## src/include/sysbus_consts.svh

```systemverilog
`ifndef SYSBUS_CONSTS_SVH
`define SYSBUS_CONSTS_SVH

// one bus beat and its tag
`define SYSBUS_DATA_WIDTH 64
`define SYSBUS_TAG_WIDTH 13

// a cache line moves as eight beats
`define SYSBUS_LINE_WIDTH 512
`define SYSBUS_BEATS 8

// tag bit set on a write request
`define SYSBUS_WRITE_BIT 12

// behavioral memory size and read latency in cycles
`define SYSBUS_MEM_LINES 16
`define SYSBUS_MEM_LATENCY 4

`endif

```

## src/hw/sysbus_pkg.sv

```systemverilog
`include "sysbus_consts.svh"

package sysbus_pkg;

    // arbiter transaction states
    typedef enum logic [3:0] {
        ARB_IDLE,
        ARB_ACK_REQ,
        ARB_GET_DATA,
        ARB_ACK_DATA,
        ARB_MEM_ADDR,
        ARB_MEM_WRITE,
        ARB_MEM_ADDR_RD,
        ARB_MEM_READ,
        ARB_RESPOND
    } arb_state_t;

    // memory model states
    typedef enum logic [2:0] {
        MEM_IDLE,
        MEM_ACK_ADDR,
        MEM_TAKE_DATA,
        MEM_WAIT,
        MEM_SEND
    } mem_state_t;

    // decoded from the write bit of the tag
    typedef enum logic {
        OP_READ,
        OP_WRITE
    } bus_op_t;

    typedef struct packed {
        logic [`SYSBUS_DATA_WIDTH-1:0] data;
        logic [`SYSBUS_TAG_WIDTH-1:0]  tag;
    } bus_word_t;

    typedef struct packed {
        logic        write;
        logic [1:0]  addr;
        logic [31:0] wdata;
    } cfg_req_t;

endpackage

```

## src/hw/bus_arbiter.sv

```systemverilog
`include "sysbus_consts.svh"

module bus_arbiter
    import sysbus_pkg::*;
(
    input  logic                          clk,
    input  logic                          reset,

    // requesters, channel 0 fetch and channel 1 data
    input  logic                          reqcyc_0,
    input  logic                          reqcyc_1,
    input  logic                          respack_0,
    input  logic                          respack_1,
    input  bus_word_t                     req_0,
    input  bus_word_t                     req_1,
    output logic                          reqack_0,
    output logic                          reqack_1,
    output logic                          respcyc_0,
    output logic                          respcyc_1,
    output bus_word_t                     resp_0,
    output bus_word_t                     resp_1,

    // config block
    input  logic                          prefer_ch1,
    output logic                          grant_valid,
    output logic                          grant_ch,

    // memory bus
    output logic                          bus_reqcyc,
    output logic                          bus_respack,
    output bus_word_t                     bus_req,
    input  logic                          bus_reqack,
    input  logic                          bus_respcyc,
    input  bus_word_t                     bus_resp,

    // line buffer
    output logic                          buf_load,
    output logic                          buf_clear,
    output logic                          buf_step,
    output logic [`SYSBUS_DATA_WIDTH-1:0] buf_wdata,
    input  logic [`SYSBUS_DATA_WIDTH-1:0] buf_rdata,
    input  logic                          buf_last
);

    arb_state_t state;
    arb_state_t state_next;
    bus_op_t    op;

    logic                          channel;
    logic                          take_ch1;
    logic [`SYSBUS_DATA_WIDTH-1:0] addr_q;
    logic [`SYSBUS_TAG_WIDTH-1:0]  tag_q;
    logic                          acked_ch;

    bus_word_t cur_req;
    logic      cur_reqcyc;
    logic      cur_respack;
    logic      acking;

    // both requesting: config decides
    assign take_ch1 = reqcyc_1 && (!reqcyc_0 || prefer_ch1);

    // granted channel's side of the handshake
    assign cur_req     = channel ? req_1 : req_0;
    assign cur_reqcyc  = channel ? reqcyc_1 : reqcyc_0;
    assign cur_respack = channel ? respack_1 : respack_0;

    assign op = tag_q[`SYSBUS_WRITE_BIT] ? OP_WRITE : OP_READ;

    always_ff @(posedge clk) begin
        if (reset) begin
            state   <= ARB_IDLE;
            channel <= 1'b0;
        end else begin
            state <= state_next;
            if (state == ARB_IDLE && (reqcyc_0 || reqcyc_1)) begin
                channel <= take_ch1;
            end
        end
    end

    // address and tag of the accepted request
    always_ff @(posedge clk) begin
        if (state == ARB_IDLE && (reqcyc_0 || reqcyc_1)) begin
            addr_q <= take_ch1 ? req_1.data : req_0.data;
            tag_q  <= take_ch1 ? req_1.tag : req_0.tag;
        end
    end

    // channel that saw the request ack of this transaction
    always_ff @(posedge clk) begin
        if (grant_valid) begin
            acked_ch <= reqack_1;
        end
    end

    always_comb begin
        state_next  = state;
        buf_load    = 1'b0;
        buf_clear   = 1'b0;
        buf_step    = 1'b0;
        buf_wdata   = cur_req.data;
        bus_respack = 1'b0;
        case (state)
            ARB_IDLE: begin
                if (reqcyc_0 || reqcyc_1) begin
                    state_next = ARB_ACK_REQ;
                end
            end
            ARB_ACK_REQ: begin
                buf_clear  = 1'b1;
                state_next = (op == OP_WRITE) ? ARB_GET_DATA : ARB_MEM_ADDR_RD;
            end
            ARB_GET_DATA: begin
                if (cur_reqcyc) begin
                    buf_load   = 1'b1;
                    state_next = ARB_ACK_DATA;
                end
            end
            ARB_ACK_DATA: begin
                // pointer wraps to beat 0 for the memory phase
                buf_step   = 1'b1;
                state_next = buf_last ? ARB_MEM_ADDR : ARB_GET_DATA;
            end
            ARB_MEM_ADDR: begin
                if (bus_reqack) begin
                    state_next = ARB_MEM_WRITE;
                end
            end
            ARB_MEM_WRITE: begin
                if (bus_reqack) begin
                    buf_step = 1'b1;
                    if (buf_last) begin
                        state_next = ARB_IDLE;
                    end
                end
            end
            ARB_MEM_ADDR_RD: begin
                if (bus_reqack) begin
                    state_next = ARB_MEM_READ;
                end
            end
            ARB_MEM_READ: begin
                if (bus_respcyc) begin
                    bus_respack = 1'b1;
                    buf_load    = 1'b1;
                    buf_wdata   = bus_resp.data;
                    buf_step    = 1'b1;
                    if (buf_last) begin
                        state_next = ARB_RESPOND;
                    end
                end
            end
            ARB_RESPOND: begin
                if (cur_respack) begin
                    buf_step = 1'b1;
                    if (buf_last) begin
                        state_next = ARB_IDLE;
                    end
                end
            end
            default: state_next = ARB_IDLE;
        endcase
    end

    // acks are a state of their own, one cycle after capture
    assign acking   = (state == ARB_ACK_REQ) || (state == ARB_ACK_DATA);
    assign reqack_0 = acking && !channel;
    assign reqack_1 = acking && channel;

    assign respcyc_0 = (state == ARB_RESPOND) && !channel;
    assign respcyc_1 = (state == ARB_RESPOND) && channel;
    assign resp_0    = '{data: buf_rdata, tag: tag_q};
    assign resp_1    = '{data: buf_rdata, tag: tag_q};

    assign grant_valid = (state == ARB_ACK_REQ);
    assign grant_ch    = channel;

    assign bus_reqcyc = (state == ARB_MEM_ADDR) || (state == ARB_MEM_WRITE)
                        || (state == ARB_MEM_ADDR_RD);
    assign bus_req.data = (state == ARB_MEM_WRITE) ? buf_rdata : addr_q;
    assign bus_req.tag  = tag_q;

    one_reqack: assert property (
        @(posedge clk) disable iff (reset) !(reqack_0 && reqack_1)
    );

    // response only goes to the channel whose request was acked
    resp_to_granted: assert property (
        @(posedge clk) disable iff (reset)
        (respcyc_0 || respcyc_1) |-> (respcyc_1 == acked_ch)
    );

    bus_req_held: assert property (
        @(posedge clk) disable iff (reset)
        bus_reqcyc && !bus_reqack |=> bus_reqcyc
    );

endmodule

```

## config.mk

```make
export PLATFORM = sky130hd
export DESIGN_NAME = bus_arbiter
export DESIGN_NICKNAME = d
export VERILOG_FILES = /design/src/hw/sysbus_pkg.sv /design/src/hw/bus_arbiter.sv
export VERILOG_INCLUDE_DIRS = /design/src /design/src/include
export SDC_FILE = /design/constraint.sdc
export NUM_CORES = 1
export LEC_CHECK = 0
export CAP_MARGIN = 15
export CORE_AREA = 2 2 240 242
export DETAILED_ROUTE_END_ITERATION = 12
export DIE_AREA = 0 0 242 244
export DONT_BUFFER_PORTS = 1
export PLACE_DENSITY = 0.3
export SLEW_MARGIN = 20
export SYNTH_ARGS = -nofsm -noshare
export SYNTH_HDL_FRONTEND = slang
export SYNTH_SLANG_ARGS = --single-unit
```

## constraint.sdc

```tcl
create_clock -name clk -period 5.2 [get_ports clk]
set_input_delay 0.52 -clock clk [delete_from_list [all_inputs] [get_ports clk]]
set_output_delay 0.52 -clock clk [all_outputs]
set_load 0.02 [all_outputs]
```

# --- Word-level counts from Yosys, hierarchy flattened ---
# Cells that the tools add are included.
# Widths: inputs -> output; s select.
totals:
  regBits: 82
  out_inout_bits: 306
  input_bits: 305
classes:
  n_mux: 29
  n_eq_ne: 16
  reduce_logical: 15
ops:
  columns: ["operator", "count"]
  rows:
  - ["$mux 64", 4]
  - ["$mux 77", 1]
  - ["$mux 4", 9]
  - ["$pmux 4 s9", 1]
  - ["$eq 4x3->1 const B", 4]
  - ["$ne 2x2->1 const B", 7]
  - ["$mux 13", 1]
  - ["$mux 1", 9]
  - ["$eq 4x2->1 const B", 2]
  - ["$reduce_and 8->1", 1]
  - ["$logic_and 1x1->1", 6]
  - ["$mux 3", 2]
  - ["$logic_or 1x1->1", 5]
  - ["$eq 4x1->1 const B", 1]
  - ["$eq 4x4->1 const B", 1]
  - ["$logic_not 4->1", 1]
  - ["$pmux 1 s4", 1]
  - ["$logic_not 1->1", 2]
  - ["$ne 2x1->1 const B", 1]
  - ["$pmux 1 s2", 1]

# --- Depth between registers and ports, before layout ---
depth:
  depth_word: 4
  mapped_depth: 7
  mapped_depth_nobuf: 4

# --- Worst setup path before layout ---
# Ideal clock, no wire load.
synth_timing:
  path_kind: "reg-to-reg"
  from: "register state[0]"
  to: "register channel (netlist: grant_ch)"
  path_buffers: 1
  required_ns: 5.075
  period_less_slack_ns: 4.753
  path_slack_ns: 0.447
  path_stages_with_launch: 6
  t_arrival_ns: 4.628
  setup_time_ns: 0.125
  cell_sequence: "dfxtp_1 > buf_4 > or4_1 > nor2_1 > o22a_1 > nor2_1"
synth_via:
  elab_chain_len: 2
synth_lines:
  columns: ["element", "line_no", "source"]
  rows:
  - ["start, declared", "bus_arbiter.sv:45", "arb_state_t state;"]
  - ["start signal, assigned", "bus_arbiter.sv:75", "state <= state_next;"]
  - ["$logic_not 4->1", "bus_arbiter.sv:76", "if (state == ARB_IDLE && (reqcyc_0 || reqcyc_1)) begin"]
  - ["$logic_and 1x1->1", "bus_arbiter.sv:76", null]
  - ["end signal, assigned", "bus_arbiter.sv:77", "channel <= take_ch1;"]
  - ["end, declared", "bus_arbiter.sv:49", "logic channel;"]
# No other way between the ends.
# A chain may end at the register's enable or synchronous reset.

# --- Worst setup path after layout ---
layout_timing:
  from: "register state[1]"
  to: "output port buf_wdata[42]"
layout_via:
  elab_chain_len: 2
layout_lines:
  columns: ["element", "line_no", "source"]
  rows:
  - ["$eq 4x3->1", "bus_arbiter.sv:104", "case (state)"]
  - ["$mux 64", "bus_arbiter.sv:104", null]
  - ["end, declared", "bus_arbiter.sv:40", "output logic [`SYSBUS_DATA_WIDTH-1:0] buf_wdata,"]
# No other way between the ends.

==> summary.txt <==
H-tree lvl count - 3
overall fraction of global-route tracks in use - 7.67%
hold violation total from the final report - 0
Peak Freq - 315 MHz
Max-cap violations - 0
buffers inserted by post-CTS timing repair - 0
worst slack on hold paths - 0.215 ns
register bit total from synthesis - 82
number of setup violations in the final report - 0
pin slew with the least headroom to its limit - 0.897 ns
Final Cycle Share - 61.0%
number of max-slew violations in the final report - 0
setup repair after global routing missed its margin - no
number of nets with antenna violations after routing - 0
detailed-placement wirelength estimate - 19,200 um
Slew headroom - 39.6%
Clk Latency, worst-skew pair - 0.37 ns
number of global-route vias before repair - 4,487
area of all placed cells without fillers - 6930 um^2
biggest area consumer among synthesized cells - edfxtp_1
residual overflow from global routing - 0
hold-fix buffer count after cts - 0
area fraction of the dominant cell type after synthesis - 33.4%
chip height - 244 um
quantity of gates resized following cts - 0
weighted congestion reported at the end of routability-driven placement - 0.810
largest net degree at the start of global routing - 67
Post-Route Skew - 0.0102 ns
die width - 242 um
Hold Crit Class - in2reg
synthesized area per cell - 10.4 um^2
Buffers on Ports - 0
Clock Sinks - 82
CP Launch Type - register
maximum count of clock buffers along a single path - 2
Placed Instances - 1,235
Min Clock Period, post-route - 3.17 ns
data arrival time at the worst-slack endpoint - 2.65 ns
Post-layout nets - 795
final cell count without fillers - 1,254
portion of the post-synthesis area used by sequential elements - 34.9%
leading cell type by number of instances after synthesis - buf_4
number of vias in the routed layout - 4,216
utilization after layout - 12.3%
number of DRC violations after detailed routing - 0
sum of routed wire length over all layers - 23,700 um
WP data required - 4.68 ns
Detailed Routing Iterations Pass 1 - 4
Initial DRC Count - 251
effective utilization at floorplan - 12.3%
Pwr Density - 514 nW/um^2
Syn Inst Count - 665
reported leakage power - 0.00195 uW
Core Area - 56,200 um^2
proportion of synthesized flip-flops having asynchronous set or reset - 0%
total negative slack - 0 ns
result of the run - completed
Syn Nets - 970
worst-path maximum fanout - 63
CTS tree - yes
number of buffers created by CTS - 9
top area cells in the synthesized netlist - edfxtp_1 (33%), mux2_2 (23%), buf_4 (18%)
cell types with the highest counts after synthesis - buf_4 (163), mux2_2 (141), edfxtp_1 (77), mux2i_1 (67)
post-detailed-placement cell area - 6610 um^2
worst ir drop on vdd - 261 uV
primary flip-flop cell chosen by synthesis mapping - edfxtp_1
number of antenna violations at the first check in global routing - 6
Area growth, synth to finish - 0.217%
layout cells sized above 1 - 35.2%
CTS Root Buffer Type - clkbuf_16
area of the mapped netlist - 6910 um^2
first-pass GRT wire length - 32,400 um
Boundary Pins - 611
clock transition at the registers of the reported paths - 0.06 ns
post-detailed-route wirelength per cell - 18.9 um
kind of capture point of the worst setup path - output pin
number of vias per cell - 3.36
warning count from the yosys run - 0
Critical Setup Path Class - reg2out
Total Die Area - 59,000 um^2
number of unique standard cell types used by synthesis - 33
count of flip-flops with a built-in enable after synthesis - 77
row count - 87
[power breakdown]
| group | leakage (uW) | internal (uW) | switching (uW) |
|---|---|---|---|
| combinational | 0.00102 | 439 | 1000 |
| clock | 0.000150 | 418 | 303 |
| sequential | 0.000782 | 1080 | 322 |
[area by class of cell]
class                      count  area, um^2
tap                          756         946
fill                        6450       49200
clock buffer                  10         229
sequential                    82        2420
antenna                        3        7.51
timing repair buffer          11        82.6
clock inverter                 6        81.3
inverter                       4        15.0
multi-input combinational    382        3150
[registers in the layout, summed over array words and instances (netlist names)]
signal and cells:
addr_q 64, grant_ch 1, state 4, tag_q 13
[layer usage]
layer	track usage (%)	vias to the layer above	wire length [um]
met4	3.63	2	754
li1	-	1857	-
met1	8.40	2015	9130
met3	2.88	31	1950
met2	13.1	311	11800
met5	0	-	13
[placed cells by master, fill, tap and decap left out, types with 2 or more instances in the layout]
cell type,n
a21oi_1,5
buf_4,11
bufinv_16,2
clkbuf_16,9
clkinv_2,2
dfxtp_1,4
diode_2,3
edfxtp_1,77
inv_1,4
mux2_2,141
mux2_4,2
mux2i_1,67
nand2_1,65
nand2b_1,4
nor2_1,5
nor2_4,2
nor2b_1,3
nor3_1,6
o21ai_0,65
[critical path, stage by stage, from the launching register on]
cell and delay [ns]:
dfxtp_1 0.67, nand4b_1 0.34, nor2_4 0.19, buf_4 0.51, o21ai_0 0.49
[cell families (layout without fill, tap and decap cells)]
logic type | count (synthesis) | after routing | share of synthesized area (%)
buffers and inverters | 201 | 31 | 20.0
multiplexers | 210 | 210 | 33.1
flip-flops | 82 | 82 | 34.9
AND/OR/NAND/NOR | 93 | 93 | 5.92
AO/OA/AOI/OAI | 79 | 79 | 6.12
other | 0 | 3 | 0
[final timing paths]
kind	from	endpoint	slack (ns)	cells after the start
setup / recovery	state[1]	buf_wdata[42]	2.03	4
hold / removal	reset	grant_ch	0.21	1
setup reg to reg	grant_ch	state[1]	2.58	5
hold reg to reg	state[3]	state[2]	0.76	2
[metrics by stage]
step                      power, uW  setup slack (ns)
after global placement         2920              2.42
after detailed placement       2900              2.41
after CTS                      3670              1.97
after floorplan                2830             0.447
after global routing           3780              1.74
final                          3560              2.03
Note: power is estimated with default switching activity, not from simulation.
