===== src/include/sysbus_consts.svh =====
`ifndef SYSBUS_CONSTS_SVH
`define SYSBUS_CONSTS_SVH

// one bus beat and its tag
`define SYSBUS_DATA_WIDTH 64
`define SYSBUS_TAG_WIDTH 13

// a cache line moves as eight beats
`define SYSBUS_LINE_WIDTH 512
`define SYSBUS_BEATS 8

// tag bit set on a write request
`define SYSBUS_WRITE_BIT 12

// behavioral memory size and read latency in cycles
`define SYSBUS_MEM_LINES 16
`define SYSBUS_MEM_LATENCY 4

`endif


===== src/hw/sysbus_pkg.sv =====
`include "sysbus_consts.svh"

package sysbus_pkg;

    // arbiter transaction states
    typedef enum logic [3:0] {
        ARB_IDLE,
        ARB_ACK_REQ,
        ARB_GET_DATA,
        ARB_ACK_DATA,
        ARB_MEM_ADDR,
        ARB_MEM_WRITE,
        ARB_MEM_ADDR_RD,
        ARB_MEM_READ,
        ARB_RESPOND
    } arb_state_t;

    // memory model states
    typedef enum logic [2:0] {
        MEM_IDLE,
        MEM_ACK_ADDR,
        MEM_TAKE_DATA,
        MEM_WAIT,
        MEM_SEND
    } mem_state_t;

    // decoded from the write bit of the tag
    typedef enum logic {
        OP_READ,
        OP_WRITE
    } bus_op_t;

    typedef struct packed {
        logic [`SYSBUS_DATA_WIDTH-1:0] data;
        logic [`SYSBUS_TAG_WIDTH-1:0]  tag;
    } bus_word_t;

    typedef struct packed {
        logic        write;
        logic [1:0]  addr;
        logic [31:0] wdata;
    } cfg_req_t;

endpackage


===== src/hw/arb_config.sv =====
module arb_config
    import sysbus_pkg::*;
(
    input  logic        clk,
    input  logic        reset,
    input  cfg_req_t    cfg,
    output logic [31:0] cfg_rdata,
    input  logic        grant_valid,
    input  logic        grant_ch,
    output logic        prefer_ch1
);

    logic        mode_rr;
    logic        last_ch;
    logic [31:0] count_0;
    logic [31:0] count_1;

    always_ff @(posedge clk) begin
        if (reset) begin
            mode_rr <= 1'b0;
            // treat channel 1 as last so round-robin opens on channel 0
            last_ch <= 1'b1;
            count_0 <= '0;
            count_1 <= '0;
        end else begin
            if (grant_valid) begin
                last_ch <= grant_ch;
                if (grant_ch) begin
                    count_1 <= count_1 + 1'b1;
                end else begin
                    count_0 <= count_0 + 1'b1;
                end
            end
            // a write to a counter address clears it
            if (cfg.write) begin
                case (cfg.addr)
                    2'd0: mode_rr <= cfg.wdata[0];
                    2'd1: count_0 <= '0;
                    2'd2: count_1 <= '0;
                    default: ;
                endcase
            end
        end
    end

    always_comb begin
        case (cfg.addr)
            2'd0:    cfg_rdata = {31'b0, mode_rr};
            2'd1:    cfg_rdata = count_0;
            2'd2:    cfg_rdata = count_1;
            default: cfg_rdata = '0;
        endcase
    end

    // fixed mode always favours channel 0
    assign prefer_ch1 = mode_rr && !last_ch;

endmodule


===== config.mk =====
export PLATFORM = sky130hd
export DESIGN_NAME = arb_config
export DESIGN_NICKNAME = d
export VERILOG_FILES = /design/src/hw/sysbus_pkg.sv /design/src/hw/arb_config.sv
export VERILOG_INCLUDE_DIRS = /design/src /design/src/include
export SDC_FILE = /design/constraint.sdc
export NUM_CORES = 1
export LEC_CHECK = 0
export BUFFER_PORTS_ARGS = -buffer_cell sky130_fd_sc_hd__buf_4
export CORE_MARGIN = 1
export CORE_UTILIZATION = 55
export DETAILED_ROUTE_END_ITERATION = 12
export PLACE_DENSITY = 0.88
export SETUP_SLACK_MARGIN = 0.15
export SYNTH_ARGS = -nofsm -noshare
export SYNTH_HDL_FRONTEND = slang
export SYNTH_SLANG_ARGS = --single-unit

===== constraint.sdc =====
create_clock -name clk -period 2.4 [get_ports clk]
set_clock_uncertainty 0.2 [all_clocks]
set_input_delay 0.12 -clock clk [delete_from_list [all_inputs] [get_ports clk]]
set_output_delay 0.12 -clock clk [all_outputs]
set_load 0.01 [all_outputs]

Yosys cells after proc, flatten, opt, wreduce, memory -nomap -nowiden
Index checks and enable logic that the tools add are counted. W data, S select, Z words.

Bits in registers: 66.

$add $sub $neg: 2. Eq/ne operators: 2. Muxes and demuxes: 9. Reduce and logical (&&, ||, !) cells: 4.

Operator list (count): $mux W32 (8); $pmux W32 S3 (1); $add A32 B1 Y32 const B (2); $eq A2 B1 Y1 const B (1); $eq A2 B2 Y1 const B (1); $logic_not A2 Y1 (1); $reduce_and A2 Y1 (1); $logic_and A1 B1 Y1 (1); $logic_not A1 Y1 (1).

Longest topological paths before layout
Gate-level depths: netlist of run 1.

Depth after elaboration: 5. Depth in mapped cells: 6. Gate-level depth less buffers: 5.

Worst setup path after synthesis of run 1
OpenSTA, ideal clock, no wires.

Path kind: reg2reg. Start: register count_1[0]. End: register count_1[18]. Setup time: 70 ps. Arrival: 1542 ps. Required time: 2130 ps. Path slack: 588 ps. Stages on the path, launching flop included: 7. Path buffers: 1. Clock period less this slack: 1812 ps. Path through: dfxtp_1 > ha_1 > and3_1 > buf_2 > nand3_2 > or4_1 > a21oi_1.

Longest elaborated chain between the ends: 5.

Ends and longest elaborated chain: from (decl) (line arb_config.sv:16) `logic [31:0] count_1;`; from (signal assigned) (line arb_config.sv:29) `count_1 <= count_1 + 1'b1;`; $add A32 B1 Y32 * (line arb_config.sv:29); $mux W32 * (line arb_config.sv:28) `if (grant_ch) begin`; $mux W32 * (line arb_config.sv:26) `if (grant_valid) begin`; $mux W32 (line arb_config.sv:36) `case (cfg.addr)`; $mux W32 * (line arb_config.sv:35) `if (cfg.write) begin`.

Every way passes the cells marked *; elsewhere a longest branch is shown, timed or not. A chain may end at the register's enable or synchronous reset.

Worst setup path in the final report of run 1
Start: register count_1[0]. End: register count_1[24].

The elaborated chain is that of the path after synthesis.

==> results of run 1 <==
## per-stage QoR
| step | power [mW] | util (%) | setup WS, ps |
|---|---|---|---|
| floorplan | 1.18 | - | 588 |
| CTS | 2.16 | 67.8 | 194 |
| global route | 2.23 | 68.1 | 156 |
| global placement | 1.21 | 63.5 | 323 |
| finish | 2.17 | 68.1 | 240 |
| detailed placement | 1.22 | 63.5 | 254 |
## logic make-up after synthesis
kind of cell | count (synthesis) | synth area share, %
AND/OR/NAND/NOR | 173 | 29.9
buffers and inverters | 32 | 4.00
AO/OA/AOI/OAI | 105 | 19.8
adder cells (fa/ha/maj) | 2 | 0.715
flip-flops | 66 | 37.7
multiplexers | 9 | 2.57
XOR/XNOR | 21 | 5.25
## flip-flops by register name, summed over array words and instances, names as in the netlist
signal and count:
mode_rr 1, last_ch 1, count_1 32, count_0 32
## worst reg2reg max path: stages (launching register included)
cell     delay [ps]
dfxtp_1         400
ha_1            170
and3_1          410
nand3_2         230
or4_1           530
a21oi_1         150
## layout make-up
class	count	share of cell area, %
clock buffers	11	3.69
multi-input cells	310	50.0
well taps	75	2.29
flip-flops and latches	66	32.2
clock inverters	5	1.28
repair buffers	52	9.88
inverters	7	0.641
## routing by layer
layer	wire [um]	up-vias
met1	4010	1673
met3	529	16
met4	193	0
li1	-	1633
met2	4550	148
met5	0	-
## power by group
group | internal, mW | switching, mW | total [mW] | leakage [nW]
clock | 0.531 | 0.440 | 0.971 | 0.105
combinational | 0.0346 | 0.0618 | 0.0964 | 0.827
sequential | 1.10 | 0.00466 | 1.10 | 0.532
total | 1.66 | 0.506 | 2.17 | 1.46
## repair_timing
item                                    4_1_cts  5_1_grt
hold endpoints to repair                      8        0
hold buffers                                  6        0
setup buffers                                 0        1
endpoints found under the setup margin        0       16
resized for setup                             0        2
## layout by cell type (no fill, tap or decap), types with 15 or more instances in the layout
| cell | instances |
|---|---|
| o21ai_0 | 15 |
| dfxtp_1 | 66 |
| or3_1 | 15 |
| a21oi_1 | 38 |
| or4_1 | 20 |
| buf_4 | 46 |
| nand4_1 | 21 |
| xor2_1 | 16 |
| a22o_1 | 31 |
| nand2_1 | 28 |
| o31ai_1 | 20 |
| nor2_1 | 22 |
| nand3_1 | 16 |
## how the worst max path moves through the flow
stage | cells after the start | start | end
floorplan | 6 | count_1[0] | count_1[18]
global placement | 4 | count_0[0] | count_0[27]
detailed placement | 5 | count_1[0] | count_1[16]
CTS | 6 | grant_ch | count_0[27]
global route | 4 | count_1[10] | count_1[27]
finish | 5 | count_1[0] | count_1[24]
==> results by group, run 1 <==
Status
  – Status: complete, no violations

Setup path
  – Critical path class: register to register
  – Worst path top cell family by delay: simple AND/OR/NAND/NOR gates
  – Crit path launch type: register
  – Worst Path Required: 2480 ps
  – Slowest cell on crit path: or4_1
  – R2r endpoint: count_1[24]
  – CP Buf/Inv Count: 0
  – CP arrival: 2240 ps
  – Reg2reg start: count_1[0]
  – FF-to-FF setup slack: 240 ps
  – Critical Path, Cell by Cell: ha_1, and3_1, nand3_2, or4_1, a21oi_1
  – Critical Path End Type: register
  – CP max FO: 10
  – R2R depth: 5
  – CP max stage delay: 530 ps

Finish
  – Diodes inserted: 0
  – Share of layout cells above drive strength 1: 16.6%
  – Multi-input gate area: 2050 um2
  – Fin cells: 526
  – FF+latch area: 1320 um2
  – Layout area overhead: 17.2%
  – Layout Nets: 487
  – Final Instance Area: 4100 um2
  – # fillers: 478

CTS
  – Max clock buf depth: 2
  – Clock sinks: 66
  – Clk root buf: clkbuf_8
  – Worst-skew pair later-pin latency: 350 ps
  – CTS buffer count: 9
  – H-tree Lvls: 3
  – CTS tree: built
  – Clock-pin slew on the worst setup and hold paths: 70 ps

Floorplan
  – Die width: 81.8 um
  – I/O pins: 72
  – Rows: 28
  – Initial Util: 58.1%
  – Die footprint: 6690 um2
  – Core ar.: 6030 um2
  – Die height: 81.8 um

STA
  – Final setup fails: 0
  – Setup TNS: 0 ps
  – Slew HR: 56.7%
  – Worst-Margin Slew: 649 ps
  – RSZ-0062 raised after global routing: false
  – Pins Over Slew Limit: 0
  – Fin Hold WS: 79.7 ps
  – Min Clock Period, post-route: 2160 ps
  – Fmax achieved: 463 MHz
  – Final Cycle Share: 90.0%
  – Hold Fails Final Rpt: 0

Global routing
  – GRT Resource Usage Total: 29.2%
  – Met2 Resource Use GR: 47.5%
  – M1 GR Usage: 37.3%
  – Global-route wire length before repair: 14800 um
  – Layer with the highest usage: met2
  – Vias in the first global route: 3169
  – Grt met3 use: 4.56%
  – Gr ovfl total: 0
  – Initial antenna violation count: 0
  – Largest net degree at the start of global routing: 33

Synthesis
  – Post-synthesis register bit count: 66
  – Synth cell types: 36
  – Mapped Cells: 408
  – Cell area after synthesis: 3500 um2
  – Count leader, synth: dfxtp_1
  – Synth top cells by count: dfxtp_1 (66), a21oi_1 (38), a22o_1 (31), nand2_1 (28), nor2_1 (22)
  – Synth area leaders: dfxtp_1 (38%), a22o_1 (7.8%), a21oi_1 (5.4%), o31ai_1 (4.3%), or4_1 (4.3%)
  – Number of synthesized flops with an enable pin: 0
  – Synth async-reset ratio: 0%
  – Yosys top cell area share: 37.7%
  – Yosys warnings: 0
  – Predominant post-synthesis flop cell: dfxtp_1
  – Dominant cell type by area after synthesis: dfxtp_1
  – Synthesized net count: 449
  – Syn_area_per_cell: 8.58 um2
  – Sequential fraction of the synthesis area: 37.7%

Drt
  – Drt drc: 0
  – Vias/cell: 6.60
  – Initial detailed-routing violation count: 343
  – Wirelength, routed: 9280 um
  – Vias: 3470
  – Per-cell routed wire length: 17.6 um
  – Final ANT Viol Nets: 0
  – Drt first pass iters: 5

Placed design
  – Dpl cell area: 3820 um2
  – Buffers on Ports: 40
  – DP Cell Count: 503
  – Placer Congestion: 0.829
  – Post-DP HPWL: 6170 um

Power
  – Peak VDD IR: 0.487 mV
  – Leakage Power: 1.46 nW
  – Power Density: 529 nW/um2

Min path
  – Hold path cells: 4
  – Worst Hold End: count_1[30]
  – Min-delay src: cfg[34]
  – Min-Delay Path Class: input port to register

Run
  – Max-cap viol count: 0
Power figures use the tool's default switching activity.
==> inputs of run 2 (changes only) <==
Settings changed: CORE_UTILIZATION 55 to 50, PLACE_DENSITY 0.88 to 0.85.
Clock period 2.4 ns to 1.9 ns, I/O delays scaled along.
==> run 2 against run 1 <==
  * The run now ends with design-rule violations, negative setup slack left
  * Sequential share of layout area is 7.8 points lower
  * Sequential power is 26% higher
  * Register-to-register slack worse by 350 ps
  * Flip-flop and latch count stayed put
  * Worst setup slack worse by 350 ps
  * Via count is 31% higher
  * Die area is 9.8% higher
  * Wire length is 79% higher
  * Total power is 35% higher
  * Non-clock buffer count is 105 higher
  * Worst hold slack worse by 14 ps
  * Largest cell class unchanged
  * Highest routed layer unchanged
==> results by group, run 2 (same netlist as run 1, synthesis figures left out) <==
STA
  – Final worst slack: -110 ps (was 240 ps)
  – Slew HR: 52.2% (was 56.7%)
  – Setup TNS: -311 ps (was 0 ps)
  – Worst-Margin Slew: 718 ps (was 649 ps)
  – Min Clock Period, post-route: 2010 ps (was 2160 ps)
  – Pins Over Slew Limit: 0 (unchanged)
  – Final setup fails: 11 (was 0)
  – Final Cycle Share: 106% (was 90.0%)
  – Hold Fails Final Rpt: 0 (unchanged)
  – RSZ-0062 raised after global routing: true (was false)
  – Fmax achieved: 497 MHz (was 463 MHz)

CTS
  – H-tree Lvls: 3 (unchanged)
  – Worst-skew pair later-pin latency: 380 ps (was 350 ps)
  – Clk root buf: clkbuf_8 (unchanged)
  – Max clock buf depth: 2 (unchanged)
  – Clock sinks: 66 (unchanged)
  – CTS buffer count: 9 (unchanged)
  – CTS tree: built (unchanged)
  – Clock-pin slew on the worst setup and hold paths: 80 ps (was 70 ps)

Drt
  – Initial detailed-routing violation count: 649 (was 343)
  – Per-cell routed wire length: 25.3 um (was 17.6 um)
  – Drt first pass iters: 10 (was 5)
  – Final ANT Viol Nets: 0 (unchanged)
  – Wirelength, routed: 16600 um (was 9280 um)
  – Vias/cell: 6.95 (was 6.60)
  – Vias: 4561 (was 3470)
  – Drt drc: 1 (was 0)

Setup path
  – CP arrival: 2080 ps (was 2240 ps)
  – Critical Path End Type: register (unchanged)
  – Worst Path Required: 1970 ps (was 2480 ps)
  – CP max stage delay: 380 ps (was 530 ps)
  – Reg2reg start: count_1[0] (unchanged)
  – R2R depth: 6 (was 5)
  – Crit path launch type: register (unchanged)
  – FF-to-FF setup slack: -110 ps (was 240 ps)
  – Setup crit end: count_1[15] (was count_1[24])
  – Critical Path, Cell by Cell: and4_4, buf_6, nand4_1, buf_4, or3_4, a21oi_2 (was ha_1, and3_1, nand3_2, or4_1, a21oi_1)
  – Setup crit start: count_1[0] (unchanged)
  – R2r endpoint: count_1[15] (was count_1[24])
  – Slowest cell on crit path: dfxtp_4 (was or4_1)
  – CP max FO: 4 (was 10)
  – Critical path class: register to register (unchanged)

Global routing
  – Initial antenna violation count: 0 (unchanged)
  – Gr ovfl total: 0 (unchanged)
  – GRT Resource Usage Total: 34.8% (was 29.2%)
  – Largest net degree at the start of global routing: 32 (was 33)
  – Global-route wire length before repair: 19600 um (was 14800 um)
  – Vias in the first global route: 3903 (was 3169)

Floorplan
  – Die height: 85.7 um (was 81.8 um)
  – Initial Util: 51.5% (was 58.1%)
  – Die width: 85.7 um (was 81.8 um)
  – Rows: 30 (was 28)
  – Die footprint: 7340 um2 (was 6690 um2)
  – I/O pins: 72 (unchanged)
  – Core ar.: 6790 um2 (was 6030 um2)

Finish
  – Layout area overhead: 61.4% (was 17.2%)
  – Diodes inserted: 0 (unchanged)
  – Layout Nets: 596 (was 487)
  – # fillers: 336 (was 478)
  – Commonest non-fill, non-tap cell in the layout: buf_4 (was dfxtp_1)
  – Commonest cells after routing, fill and taps aside: buf_4 (130), dfxtp_1 (34), a22o_1 (31) (was dfxtp_1 (66), buf_4 (46), a21oi_1 (38))
  – Fin cells: 656 (was 526)
  – Biggest regs: count_0: 32 flops, count_1: 32 flops (unchanged)
  – Share of layout cells above drive strength 1: 52.5% (was 16.6%)

Placed design
  – Post-DP HPWL: 7130 um (was 6170 um)
  – DP Cell Count: 576 (was 503)
  – Buffers on Ports: 40 (unchanged)
  – Placer Congestion: 0.902 (was 0.829)

Run
  – Max-cap viol count: 0 (unchanged)

Power
  – Peak VDD IR: 0.731 mV (was 0.487 mV)
  – Power Density: 520 nW/um2 (was 529 nW/um2)
  – Leakage Power: 2.26 nW (was 1.46 nW)

Status
  – Failing checks: design-rule violations, negative setup slack
  – Status: finished, violations left (was complete, no violations)

Min path
  – Min-Delay Path Class: input port to register (unchanged)
-- run 2: worst min-delay path by stage --
stage	from	end	cells past startpoint
6_report	grant_ch	count_0[1]	4
5_1_grt	grant_ch	count_0[1]	4
4_1_cts	cfg[34]	count_1[21]	4
3_5_place_dp	cfg[0]	mode_rr	3
3_3_place_gp	cfg[0]	mode_rr	3
2_1_floorplan	cfg[0]	mode_rr	2
-- run 2: worst max-delay path: cells and delay by family (launching register included) --
family	cells	cell delay, ps
buf+inv	2	320
compound gates	1	260
simple gates	3	740
flops	1	380
-- run 2: area by class of cell --
cell class / instances / area [um2] / area share (%)
well taps: 96 / 120 / 2.13
inverters: 7 / 26.3 / 0.465
clock inverters: 5 / 77.6 / 1.37
multi-input cells: 314 / 2610 / 46.2
repair buffers: 157 / 1290 / 22.9
flip-flops and latches: 66 / 1380 / 24.4
clock buffers: 11 / 141 / 2.50
-- run 2: report_power, final --
part / internal (mW) / total (mW) / leakage [nW] / switching (mW)
clock: 0.771 / 1.40 / 0.109 / 0.624
sequential: 1.38 / 1.39 / 0.551 / 0.00905
combinational: 0.0547 / 0.158 / 1.60 / 0.103
-- run 2: repair_timing --
item                                    CTS  global route
pin swaps                                28            44
resized for setup                        45           115
buffers inserted                         21            31
endpoints found under the setup margin   37            41
hold buffers                              7             0
hold endpoints to repair                  8             0
gates cloned                              3             2
-- run 2: layer usage --
| metal | vias up | wire length (um) | global-route usage [%] |
|---|---|---|---|
| li1 | 1862 | - | - |
| met5 | - | 0 | 0 |
| met1 | 2140 | 5970 | 40.4 |
| met4 | 0 | 1130 | 21.7 |
| met3 | 120 | 1940 | 5.58 |
| met2 | 439 | 7570 | 59.9 |
-- run 2: through the flow --
stage | instance area [um2] | setup WS [ps] | util, % | power (mW) | hold slack (ps)
after floorplan | 3540 | 145 | - | 1.50 | 42.2
after global placement | 4270 | 52.7 | 62.8 | 1.54 | 136
after detailed placement | 4270 | -32.4 | 62.8 | 1.54 | 135
after CTS | 4890 | 81.4 | 72.0 | 2.85 | 22.4
after global routing | 5650 | -178 | 83.2 | 2.99 | 61.5
final | 5650 | -110 | 83.2 | 2.94 | 65.7
